### src/design/uart_pkg.sv
package uart_pkg;

  // frame and command geometry
  localparam int DATA_BITS = 8;
  localparam int CMD_BYTES = 2;
  localparam int CMD_WIDTH = CMD_BYTES * DATA_BITS;

  // host command, hi byte goes out first
  typedef struct packed {
    logic [DATA_BITS-1:0] hi;
    logic [DATA_BITS-1:0] lo;
  } cmd_word_t;

  // received byte with its parity flag on top
  typedef struct packed {
    logic                 parity_err;
    logic [DATA_BITS-1:0] data;
  } rx_byte_t;

  // parity bit that makes data plus parity hold an odd count of ones
  function automatic logic odd_parity(input logic [DATA_BITS-1:0] data);
    return ~^data;
  endfunction

endpackage
### src/design/uart.sv
module uart #(
  parameter int CLK_HZ    = 50_000_000,
  parameter int BAUD      = 115_200,
  parameter int PARITY_EN = 1
) (
  input  logic                clk,
  input  logic                rst_n,
  input  uart_pkg::cmd_word_t cmd_in,
  input  logic                cmd_vld,
  output logic                cmd_rdy,
  output logic                tx,
  input  logic                rx,
  output logic                read_rdy,
  output uart_pkg::rx_byte_t  read_data
);

  // command path, two frames per command
  uart_cmd_tx #(
    .CLK_HZ    (CLK_HZ),
    .BAUD      (BAUD),
    .PARITY_EN (PARITY_EN)
  ) i_cmd_tx (
    .clk     (clk),
    .rst_n   (rst_n),
    .cmd_in  (cmd_in),
    .cmd_vld (cmd_vld),
    .cmd_rdy (cmd_rdy),
    .tx      (tx)
  );

  // receive path, one pulse per byte
  uart_frame_rx #(
    .CLK_HZ    (CLK_HZ),
    .BAUD      (BAUD),
    .PARITY_EN (PARITY_EN)
  ) i_frame_rx (
    .clk       (clk),
    .rst_n     (rst_n),
    .rx        (rx),
    .read_rdy  (read_rdy),
    .read_data (read_data)
  );

endmodule

### src/design/uart_frame_rx.sv
module uart_frame_rx #(
  parameter int CLK_HZ    = 50_000_000,
  parameter int BAUD      = 115_200,
  parameter int PARITY_EN = 1
) (
  input  logic               clk,
  input  logic               rst_n,
  input  logic               rx,
  output logic               read_rdy,
  output uart_pkg::rx_byte_t read_data
);

  localparam int DW             = uart_pkg::DATA_BITS;
  localparam int CYCLES_PER_BIT = CLK_HZ / BAUD;
  localparam int SAMPLE_W       = $clog2(CYCLES_PER_BIT + 1);
  localparam int IDX_W          = $clog2(DW);

  typedef enum logic [2:0] {
    ST_IDLE,
    ST_START,
    ST_DATA,
    ST_PARITY,
    ST_STOP
  } state_t;

  state_t              state;
  logic                rx_meta;
  logic                rx_sync;
  logic                rx_prev;
  logic [SAMPLE_W-1:0] cnt;
  logic [IDX_W-1:0]    bit_idx;
  logic [DW-1:0]       shift_q;
  logic                par_q;
  logic                rx_fall;
  logic                half_tick;
  logic                bit_tick;
  logic                parity_err;

  assign rx_fall    = rx_prev & ~rx_sync;
  assign half_tick  = (cnt == SAMPLE_W'(CYCLES_PER_BIT / 2 - 1));
  assign bit_tick   = (cnt == SAMPLE_W'(CYCLES_PER_BIT - 1));
  assign parity_err = (PARITY_EN != 0) && (par_q != uart_pkg::odd_parity(shift_q));

  // two-flop synchronizer plus edge history
  always_ff @(posedge clk or negedge rst_n) begin
    if (!rst_n) begin
      rx_meta <= 1'b1;
      rx_sync <= 1'b1;
      rx_prev <= 1'b1;
    end else begin
      rx_meta <= rx;
      rx_sync <= rx_meta;
      rx_prev <= rx_sync;
    end
  end

  always_ff @(posedge clk or negedge rst_n) begin
    if (!rst_n) begin
      state     <= ST_IDLE;
      cnt       <= '0;
      bit_idx   <= '0;
      read_rdy  <= 1'b0;
      read_data <= '0;
    end else begin
      read_rdy <= 1'b0;
      cnt      <= cnt + 1'b1;
      case (state)
        ST_IDLE: begin
          cnt <= '0;
          if (rx_fall) begin
            state <= ST_START;
          end
        end
        ST_START: begin
          // mid start bit, high here means a glitch
          if (half_tick) begin
            cnt     <= '0;
            bit_idx <= '0;
            state   <= rx_sync ? ST_IDLE : ST_DATA;
          end
        end
        ST_DATA: begin
          if (bit_tick) begin
            cnt     <= '0;
            bit_idx <= bit_idx + 1'b1;
            if (bit_idx == IDX_W'(DW - 1)) begin
              state <= (PARITY_EN != 0) ? ST_PARITY : ST_STOP;
            end
          end
        end
        ST_PARITY: begin
          if (bit_tick) begin
            cnt   <= '0;
            state <= ST_STOP;
          end
        end
        ST_STOP: begin
          if (bit_tick) begin
            cnt   <= '0;
            state <= ST_IDLE;
            // bad stop bit drops the frame
            if (rx_sync) begin
              read_rdy             <= 1'b1;
              read_data.data       <= shift_q;
              read_data.parity_err <= parity_err;
            end
          end
        end
        default: begin
          state <= ST_IDLE;
        end
      endcase
    end
  end

  // payload capture, lsb first
  always_ff @(posedge clk) begin
    if (state == ST_DATA && bit_tick) begin
      shift_q <= {rx_sync, shift_q[DW-1:1]};
    end
    if (state == ST_PARITY && bit_tick) begin
      par_q <= rx_sync;
    end
  end

  assert property (@(posedge clk) disable iff (!rst_n) read_rdy |=> !read_rdy)
    else $error("read_rdy held for two cycles");

  assert property (@(posedge clk) disable iff (!rst_n)
    read_rdy |-> $past(state == ST_STOP))
    else $error("read_rdy raised outside the stop state");

endmodule

### src/design/uart_cmd_tx.sv
module uart_cmd_tx #(
  parameter int CLK_HZ    = 50_000_000,
  parameter int BAUD      = 115_200,
  parameter int PARITY_EN = 1
) (
  input  logic                clk,
  input  logic                rst_n,
  input  uart_pkg::cmd_word_t cmd_in,
  input  logic                cmd_vld,
  output logic                cmd_rdy,
  output logic                tx
);

  localparam int DW             = uart_pkg::DATA_BITS;
  localparam int CW             = uart_pkg::CMD_WIDTH;
  localparam int NB             = uart_pkg::CMD_BYTES;
  localparam int FRAME_BITS     = DW + PARITY_EN + 2;
  localparam int CYCLES_PER_BIT = CLK_HZ / BAUD;
  localparam int BAUD_W         = $clog2(CYCLES_PER_BIT + 1);
  localparam int BIT_W          = $clog2(FRAME_BITS);
  localparam int BYTE_W         = (NB > 1) ? $clog2(NB) : 1;

  logic                  busy;
  logic [BAUD_W-1:0]     baud_cnt;
  logic [BIT_W-1:0]      bit_cnt;
  logic [BYTE_W-1:0]     byte_idx;
  logic [FRAME_BITS-2:0] frame_q;
  logic [CW-1:0]         cmd_q;
  logic [FRAME_BITS-1:0] first_frame;
  logic [FRAME_BITS-1:0] next_frame;
  logic                  accept;
  logic                  baud_tick;
  logic                  frame_end;
  logic                  last_byte;

  // start bit at lsb, stop bit at msb
  function automatic logic [FRAME_BITS-1:0] build_frame(
    input logic [DW-1:0] data
  );
    logic [FRAME_BITS-1:0] frame;
    frame         = '1;
    frame[0]      = 1'b0;
    frame[DW:1]   = data;
    if (PARITY_EN != 0) begin
      frame[DW+1] = uart_pkg::odd_parity(data);
    end
    return frame;
  endfunction

  assign accept      = cmd_vld & ~busy;
  assign baud_tick   = busy && (baud_cnt == BAUD_W'(CYCLES_PER_BIT - 1));
  assign frame_end   = baud_tick && (bit_cnt == BIT_W'(FRAME_BITS - 1));
  assign last_byte   = (byte_idx == BYTE_W'(NB - 1));
  assign cmd_rdy     = ~busy;
  assign first_frame = build_frame(cmd_in.hi);
  assign next_frame  = build_frame(cmd_q[CW-DW-1 -: DW]);

  always_ff @(posedge clk or negedge rst_n) begin
    if (!rst_n) begin
      busy     <= 1'b0;
      baud_cnt <= '0;
      bit_cnt  <= '0;
      byte_idx <= '0;
      tx       <= 1'b1;
    end else if (accept) begin
      busy     <= 1'b1;
      baud_cnt <= '0;
      bit_cnt  <= '0;
      byte_idx <= '0;
      tx       <= 1'b0;
    end else if (busy) begin
      if (!baud_tick) begin
        baud_cnt <= baud_cnt + 1'b1;
      end else begin
        baud_cnt <= '0;
        if (!frame_end) begin
          bit_cnt <= bit_cnt + 1'b1;
          tx      <= frame_q[0];
        end else if (last_byte) begin
          busy <= 1'b0;
          tx   <= 1'b1;
        end else begin
          // next byte starts right after the stop bit
          bit_cnt  <= '0;
          byte_idx <= byte_idx + 1'b1;
          tx       <= 1'b0;
        end
      end
    end
  end

  always_ff @(posedge clk) begin
    if (accept) begin
      cmd_q   <= cmd_in;
      frame_q <= first_frame[FRAME_BITS-1:1];
    end else if (baud_tick) begin
      if (!frame_end) begin
        frame_q <= {1'b1, frame_q[FRAME_BITS-2:1]};
      end else begin
        cmd_q   <= cmd_q << DW;
        frame_q <= next_frame[FRAME_BITS-1:1];
      end
    end
  end

  // idle line while waiting for a command
  assert property (@(posedge clk) disable iff (!rst_n) cmd_rdy |-> tx)
    else $error("tx low while cmd_rdy is high");

  // ready comes back only after the last stop bit
  assert property (@(posedge clk) disable iff (!rst_n)
    $rose(cmd_rdy) |-> $past(frame_end && last_byte))
    else $error("cmd_rdy rose inside a frame");

endmodule

### config.mk
export PLATFORM = sky130hd
export DESIGN_NAME = uart
export DESIGN_NICKNAME = d
export VERILOG_FILES = /design/src/design/uart_pkg.sv /design/src/design/uart.sv /design/src/design/uart_frame_rx.sv /design/src/design/uart_cmd_tx.sv
export SDC_FILE = /design/constraint.sdc
export NUM_CORES = 1
export LEC_CHECK = 0
export ABC_AREA = 1
export BUFFER_PORTS_ARGS = -buffer_cell sky130_fd_sc_hd__buf_2
export CORE_MARGIN = 2
export CORE_UTILIZATION = 48
export CTS_CLUSTER_DIAMETER = 60
export CTS_CLUSTER_SIZE = 24
export DETAILED_ROUTE_END_ITERATION = 16
export PLACE_DENSITY_LB_ADDON = 0.25
export SYNTH_ARGS = -nofsm -noshare
export SYNTH_HDL_FRONTEND = slang
export SYNTH_HIERARCHICAL = 1
export SYNTH_SLANG_ARGS = --single-unit
### constraint.sdc
create_clock -name clk -period 2.25 [get_ports clk]
set_input_delay 0.225 -clock clk [delete_from_list [all_inputs] [get_ports clk]]
set_output_delay 0.225 -clock clk [all_outputs]
set_load 0.1 [all_outputs]
==> summary.txt, run 1 <==
STA
  • Number of pins with negative max-slew slack in the final report: 0
  • Relative slew slack: between 60 and 70%
  • Crit share post-route: about 83%
  • Skew final: just over 0.008 ns
  • Actual transition at the worst max-transition pin: approximately 0.56 ns
  • Final min period: ~1.9 ns
  • Setup repair after global routing missed its margin: no
  • Final TNS setup: 0 ns
  • Hold Fails Final Rpt: 0
  • Max Clk Rate: approximately 540 MHz
  • Setup violations, final: 0

Clock network
  • TritonCTS clock tree: done
  • Clock input transition at the sequential cells of the worst setup and hold paths: 0.08 ns
  • Bufs on Longest Clock Path: 2
  • Clock buffer count from CTS: 9
  • Total of hold buffers inserted after clock tree synthesis: 2
  • # Post-CTS Setup Buffers: 0
  • Number of resized instances in the post-cts repair step: 0
  • Number of H-tree branching levels: 3
  • TritonCTS Sinks: 70
  • Later-pin clock latency in the skew report: roughly 0.34 ns
  • Root buf cell: clkbuf_8

Final layout
  • Count of antenna diodes in the layout: 0
  • Area used by multi-input combinational logic: around 1500 µm²
  • Area taken by flip-flops and latches: about 1900 µm²
  • Final std cells w/o fill: roughly 610
  • Growth of design area from synthesis to finish: 12.9%
  • Number of filler instances in the final layout: ~700
  • Layout cell share with drive strength beyond 1: 16.6%
  • Post-layout net count: between 500 and 600

Routing
  • Vias per std cell: ~4.7
  • Routed met2 length: between 3000 and 4000 µm
  • Post-route antenna net violation count: 0
  • Met1 WL: around 3300 µm
  • Wire per inst: ~11 µm
  • Initial DRC count: about 150
  • Total wire length: 6650 µm
  • Via count: 2,877
  • Number of iterations in the first detailed-routing pass: 4
  • Routed wl met3: just under 200 µm
  • DRC: 0
  • Highest metal layer with signal wires: met4

Power
  • Switch share: about a third
  • Worst IR Drop VDD: roughly 0.32 mV
  • Switching component of the power: approximately 1 mW
  • Int Pwr: about 2.1 mW
  • Pwr per Cell Area: about 740 nW/µm²
  • Comb pwr share: ~20%
  • Share of total power in sequential cells: 50.2%
  • Pleak: approximately 2.3 nW
  • Clock network fraction of design power: slightly below 30%

GRT
  • Number of antenna violations at the first check in global routing: 0
  • Grt total ovfl: 0
  • Overall track demand over capacity in global routing: around 17%
  • First-pass GRT wire length: approximately 12,000 µm
  • Number of global-route vias before repair: ~2,700
  • Largest net degree at the start of global routing: 24

Critical path
  • Worst reg2reg setup slack: around 0.4 ns
  • Arrival time at the worst endpoint: around 2.1 ns
  • CP Class: register to register
  • Capture point of the worst reg-to-reg path: i_frame_rx/bit_idx[1]$_DFFE_PN0P_
  • CP required: around 2.5 ns
  • CP Capture Type: register
  • Critical path fanouts, max: 12
  • Register-to-Register Path Depth: 9
  • Reg-to-Reg Start: i_frame_rx/cnt[1]$_DFF_PN0_
  • Critical path launch point type: register

Yosys
  • Count of state elements after synthesis: 70
  • Synth cell types: 35
  • Leading register cell type out of synthesis: dfrtp_1
  • Async S/R FF share, synth: between 60% and 70%
  • Synthesized net count: around 490
  • Post-Synthesis Mean Instance Area: slightly above 8 µm²
  • Number of flops mapped to enable cells by yosys: 26
  • Netlist area before placement: approximately 3800 µm²
  • Part of the Yosys area used for sequential elements: 49.8%
  • Synth warnings: 6
  • Syn Inst Count: around 470

Placed design
  • Cells after DPL: between 500 and 600
  • Gp weighted congestion: 0.836
  • Port buffer count: 31
  • Placed wire-length estimate: between 4000 and 5000 µm

Hold path
  • Worst Hold Depth: 3
  • Startpoint of the tightest hold check path: cmd_in[9]
  • Worst Hold Class: primary input to register
  • End point of the worst hold path: i_cmd_tx/frame_q[1]$_DFFE_PP_

Floorplanning
  • Initial standard-cell utilization of the core: about half
  • Die H: 92.8 µm
  • Row Count: 32
  • Core area: between 7000 and 8000 µm²
  • Boundary Pins: 32
  • Die Wd: 92.8 µm
  • Full die area: between 8000 and 9000 µm²

Flow run
  • Maximum capacitance violations: 0

Run status
  • Result of the run: finished, final reports clean
==> synth_stat cells, types with 4 or more instances <==
library cell  instances  area [µm²]
nand2_2               5        31.3
o21ai_2              11        96.3
nand2_1             156         586
nand3_1              31         155
ha_1                  9         113
xnor2_1               7        61.3
dfrtp_1              40        1000
nor2_1               32         120
dfstp_2               4         105
xor2_1                6        52.6
nand4_1               6        37.5
o21ai_0              11        55.1
inv_1                82         308
edfxtp_1             26         781
==> critical path: stages (launching register included) <==
cell	delay, ns
dfrtp_1	0.40
inv_1	0.08
ha_1	0.13
nand2_1	0.05
nor3_1	0.18
nand2_2	0.16
nor2_2	0.45
o21ai_1	0.17
nand2_1	0.09
nand2_1	0.05
==> final cells by class <==
cell class	count	area share [%]
Clock inverter	5	0.761
Sequential cell	70	44.1
Tap cell	102	2.98
Clock buffer	11	3.57
Multi-Input combinational cell	304	36.0
Inverter	85	7.46
Timing Repair Buffer	37	5.09
==> registers in the layout, summed over array words and instances (netlist names) <==
| signal | cells |
|---|---|
| i_cmd_tx/busy | 1 |
| i_cmd_tx/byte_idx | 1 |
| i_frame_rx/cnt | 9 |
| i_cmd_tx/cmd_q | 8 |
| i_frame_rx/par_q | 1 |
| i_cmd_tx/frame_q | 9 |
| i_cmd_tx/baud_cnt | 9 |
| i_frame_rx/rx_meta | 1 |
| i_frame_rx/read_rdy | 1 |
| i_frame_rx/rx_sync | 1 |
| i_frame_rx/shift_q | 8 |
| i_frame_rx/read_data | 9 |
| i_cmd_tx/tx | 1 |
| i_frame_rx/bit_idx | 3 |
| i_frame_rx/state | 3 |
| i_cmd_tx/bit_cnt | 4 |
| i_frame_rx/rx_prev | 1 |
==> power by group through the flow <==
stage / Clock [mW] / Combinational [mW] / Sequential (mW)
after detailed placement: 0 / 0.633 / 1.61
after CTS: 0.973 / 0.642 / 1.59
after global placement: 0 / 0.627 / 1.61
final: 0.943 / 0.637 / 1.59
after global routing: 1.02 / 0.747 / 1.61
after floorplan: 0 / 0.497 / 1.58
==> cell families after synthesis <==
family / synth area share (%)
xor+xnor: 3.01
flops: 49.8
buf+inv: 9.51
simple gates: 28.8
compound gates: 5.91
fa+ha+maj: 2.97
==> through the flow <==
stage	hold slack, ns	util (%)	total power [mW]	area, µm²	setup slack, ns
4_1_cts	0.159	55.6	3.20	4280	0.373
3_3_place_gp	0.242	53.0	2.23	4070	0.480
5_1_grt	0.183	55.6	3.38	4280	0.182
3_5_place_dp	0.249	53.0	2.25	4070	0.365
6_report	0.173	55.6	3.17	4280	0.390
2_1_floorplan	-0.0706	-	2.08	3790	0.533
==> layer usage <==
layer  GRT usage, %  vias to the layer above
met3           2.93                       10
met1           22.9                     1285
met2           27.7                       49
li1               -                     1533
met5              0                        -
met4           8.09                        0
==> layout by cell type (no fill, tap or decap), types with 5 or more instances in the layout <==
master,instances
nand2_1,156
inv_1,82
dfrtp_1,40
nor2_1,32
nand3_1,31
buf_2,31
edfxtp_1,26
o21ai_2,11
o21ai_0,11
clkbuf_8,9
ha_1,9
xnor2_1,7
xor2_1,6
nand4_1,6
nand2_2,5
==> worst max-delay path by stage <==
| stage | start | endpoint | slack [ns] | cells past startpoint |
|---|---|---|---|---|
| after global routing | i_frame_rx/cnt[1]$_DFF_PN0_ | i_frame_rx/bit_idx[1]$_DFFE_PN0P_ | 0.18 | 9 |
| after CTS | i_frame_rx/cnt[1]$_DFF_PN0_ | i_frame_rx/bit_idx[1]$_DFFE_PN0P_ | 0.37 | 9 |
| after global placement | i_frame_rx/cnt[1]$_DFF_PN0_ | i_frame_rx/bit_idx[0]$_DFFE_PN0P_ | 0.48 | 9 |
| after detailed placement | i_frame_rx/cnt[1]$_DFF_PN0_ | i_frame_rx/bit_idx[2]$_DFFE_PN0P_ | 0.36 | 9 |
| final | i_frame_rx/cnt[1]$_DFF_PN0_ | i_frame_rx/bit_idx[1]$_DFFE_PN0P_ | 0.39 | 9 |
| after floorplan | i_cmd_tx/baud_cnt[1]$_DFFE_PN0P_ | i_cmd_tx/cmd_q[0]$_SDFFCE_PN0P_ | 0.53 | 9 |
(Power assumes the default switching activity.)
==> run 2, diff against run 1 <==
==> constraint.sdc (replaced) <==
create_clock -name clk -period 1.7 [get_ports clk]
set_input_delay 0.17 -clock clk [delete_from_list [all_inputs] [get_ports clk]]
set_output_delay 0.17 -clock clk [all_outputs]
set_load 0.1 [all_outputs]
==> run 2 against run 1 <==
  * Clock skew increased by 0.0052 ns
  * Highest routed layer unchanged
  * Design area increased by 6.1%
  * Clock power increased by 63%
  * Flip-flop and latch count unchanged
  * Maximum frequency increased by 13%
  * Combinational power increased by 66%
  * Worst hold slack got worse by 0.052 ns
  * Critical path depth unchanged
  * First-iteration DRC count decreased by 19%
  * Via count increased by 6.5%
  * Sequential power increased by 33%
  * Total power increased by 49%
==> summary.txt, run 2 (synthesis results as in run 1) <==
Clock network
  • Root buf cell: clkbuf_8
  • Number of H-tree branching levels: 3 (unchanged)
  • Clock input transition at the sequential cells of the worst setup and hold paths: 0.08 ns (about the same)
  • TritonCTS clock tree: done
  • Later-pin clock latency in the skew report: 0.35 ns (about the same)
  • TritonCTS Sinks: 70 (unchanged)
  • Clock buffer count from CTS: 9 (unchanged)
  • Bufs on Longest Clock Path: 2 (unchanged)

Critical path
  • Worst reg2reg setup slack: 0.05 ns (-0.34 ns)
  • Capture point of the worst reg-to-reg path: i_cmd_tx/frame_q[3]$_DFFE_PP_
  • Register-to-Register Path Depth: 9 (unchanged)
  • CP Capture Type: register
  • Arrival time at the worst endpoint: 1.75 ns (-0.35 ns)
  • CP Class: register to register
  • Critical path fanouts, max: 5 (-7)
  • CP required: 1.81 ns (-0.68 ns)
  • Reg-to-Reg Start: i_cmd_tx/baud_cnt[1]$_DFFE_PN0P_
  • Critical path launch point type: register

Power
  • Pwr per Cell Area: 1040 nW/µm² (+40%)
  • Worst IR Drop VDD: 0.454 mV (+42%)
  • Pleak: 2.38 nW (+5.2%)
  • PnR Total Power: 4.71 mW (+49%)

Floorplanning
  • Boundary Pins: 32 (unchanged)
  • Die Wd: 92.8 µm (unchanged)
  • Row Count: 32 (unchanged)
  • Full die area: 8620 µm² (unchanged)
  • Die H: 92.8 µm (unchanged)
  • Core area: 7690 µm² (unchanged)
  • Initial standard-cell utilization of the core: 49.3% (unchanged)

Placed design
  • Setup slack after placement: 0.00204 ns (-0.363 ns)
  • Gp weighted congestion: 0.833 (-0.41%)
  • Placed wire-length estimate: 5170 µm (+5.5%)
  • Post-DP Area: 4170 µm² (+2.4%)
  • Cells after DPL: 607 (+1.8%)
  • Port buffer count: 31 (unchanged)

STA
  • Setup violations, final: 0 (unchanged)
  • Relative slew slack: 63.6% (+0.57 points)
  • Final TNS setup: 0 ns (unchanged)
  • Setup slack after layout: 0.0529 ns (-0.338 ns)
  • Final min period: 1.65 ns (-0.212 ns)
  • Worst slack on hold paths: 0.121 ns (-0.0524 ns)
  • Number of pins with negative max-slew slack in the final report: 0 (unchanged)
  • Crit share post-route: 96.9% (+14 points)
  • Hold Fails Final Rpt: 0 (unchanged)
  • Max Clk Rate: 607 MHz (+13%)
  • Skew final: 0.0133 ns (+0.00523 ns)
  • Actual transition at the worst max-transition pin: 0.541 ns (-0.0142 ns)

Hold path
  • Worst Hold Class: primary input to register
  • End point of the worst hold path: i_cmd_tx/frame_q[0]$_DFFE_PP_
  • Startpoint of the tightest hold check path: cmd_in[8]
  • Worst Hold Depth: 3 (unchanged)

Run status
  • Result of the run: finished, final reports clean

GRT
  • Number of global-route vias before repair: 2,916 (+6.5%)
  • Largest net degree at the start of global routing: 27 (+13%)
  • Grt total ovfl: 0 (unchanged)
  • First-pass GRT wire length: 12,500 µm (+5.4%)
  • Number of antenna violations at the first check in global routing: 0 (unchanged)
  • Overall track demand over capacity in global routing: 18.4% (+1.1 points)

Routing
  • Post-route antenna net violation count: 0 (unchanged)
  • Initial DRC count: 118 (-19%)
  • Total wire length: 7390 µm (+11%)
  • Vias per std cell: 4.85 (+3.6%)
  • Number of iterations in the first detailed-routing pass: 6 (+2)
  • DRC: 0 (unchanged)
  • Via count: 3,063 (+6.5%)
  • Wire per inst: 11.7 µm (+8.1%)

Final layout
  • Layout cell share with drive strength beyond 1: 21.0% (+4.4 points)
  • Commonest non-fill, non-tap cells in the layout: nand2_1 (155), inv_1 (79), dfrtp_1 (40)
  • Count of antenna diodes in the layout: 0 (unchanged)
  • Final std cells w/o fill: 631 (+2.8%)
  • Final Instance Area: 4540 µm² (+6.1%)
  • Post-layout net count: 553 (+3.2%)
  • Growth of design area from synthesis to finish: 19.8%
  • Post-Route Utilization: 59.0% (+3.4 points)
  • Most common cell after layout, fill and taps aside: nand2_1

Flow run
  • Maximum capacitance violations: 0 (unchanged)
-- run 2: cell type report --
cell class | instances | area, µm²
Fill cell | 677 | 3150
Sequential cell | 70 | 1890
Multi-Input combinational cell | 305 | 1610
Timing Repair Buffer | 53 | 367
Inverter | 85 | 322
Clock buffer | 10 | 138
Tap cell | 102 | 128
Clock inverter | 6 | 92.6
-- run 2: repair_timing --
item | in CTS | in global routing
buffers inserted | 1 | 4
gates cloned | 1 | 0
hold endpoints to repair | 16 | 0
pin swaps | 2 | 4
gates resized for setup | 4 | 12
setup endpoints to repair | 10 | 59
hold buffers | 2 | 0
-- run 2: worst max-delay path by stage --
stage          cells past startpoint                             start                           endpoint
6_report                           9  i_cmd_tx/baud_cnt[1]$_DFFE_PN0P_      i_cmd_tx/frame_q[3]$_DFFE_PP_
5_1_grt                            9  i_cmd_tx/baud_cnt[1]$_DFFE_PN0P_      i_cmd_tx/frame_q[3]$_DFFE_PP_
4_1_cts                            9  i_cmd_tx/baud_cnt[1]$_DFFE_PN0P_      i_cmd_tx/frame_q[3]$_DFFE_PP_
3_5_place_dp                       9  i_cmd_tx/baud_cnt[1]$_DFFE_PN0P_      i_cmd_tx/frame_q[3]$_DFFE_PP_
3_3_place_gp                       9  i_cmd_tx/baud_cnt[1]$_DFFE_PN0P_      i_cmd_tx/frame_q[8]$_DFFE_PP_
2_1_floorplan                      9       i_frame_rx/cnt[1]$_DFF_PN0_  i_frame_rx/bit_idx[0]$_DFFE_PN0P_
-- run 2: per-layer routing --
| layer | wire length, µm | part of all wire [%] | vias to the layer above | track usage, % |
|---|---|---|---|---|
| li1 | - | - | 1572 | - |
| met1 | 3480 | 47 | 1413 | 23.4 |
| met2 | 3480 | 47 | 64 | 30.7 |
| met3 | 293 | 4.0 | 14 | 3.09 |
| met4 | 135 | 1.8 | 0 | 8.46 |
| met5 | 0 | 0 | - | 0 |
-- run 2: critical path, cell delays in order, from the launching register on --
cell and delay (ns):
dfrtp_1 0.40, inv_2 0.08, ha_4 0.13, inv_2 0.04
nor2_4 0.13, nand4_4 0.19, nor2_4 0.21, nand2_1 0.09
nand3_1 0.08, nand2_1 0.06
-- run 2: power by group --
| part | internal [mW] | leakage [nW] | switching, mW |
|---|---|---|---|
| logic | 0.430 | 1.45 | 0.625 |
| registers | 1.91 | 0.804 | 0.208 |
| clock network | 0.877 | 0.117 | 0.659 |
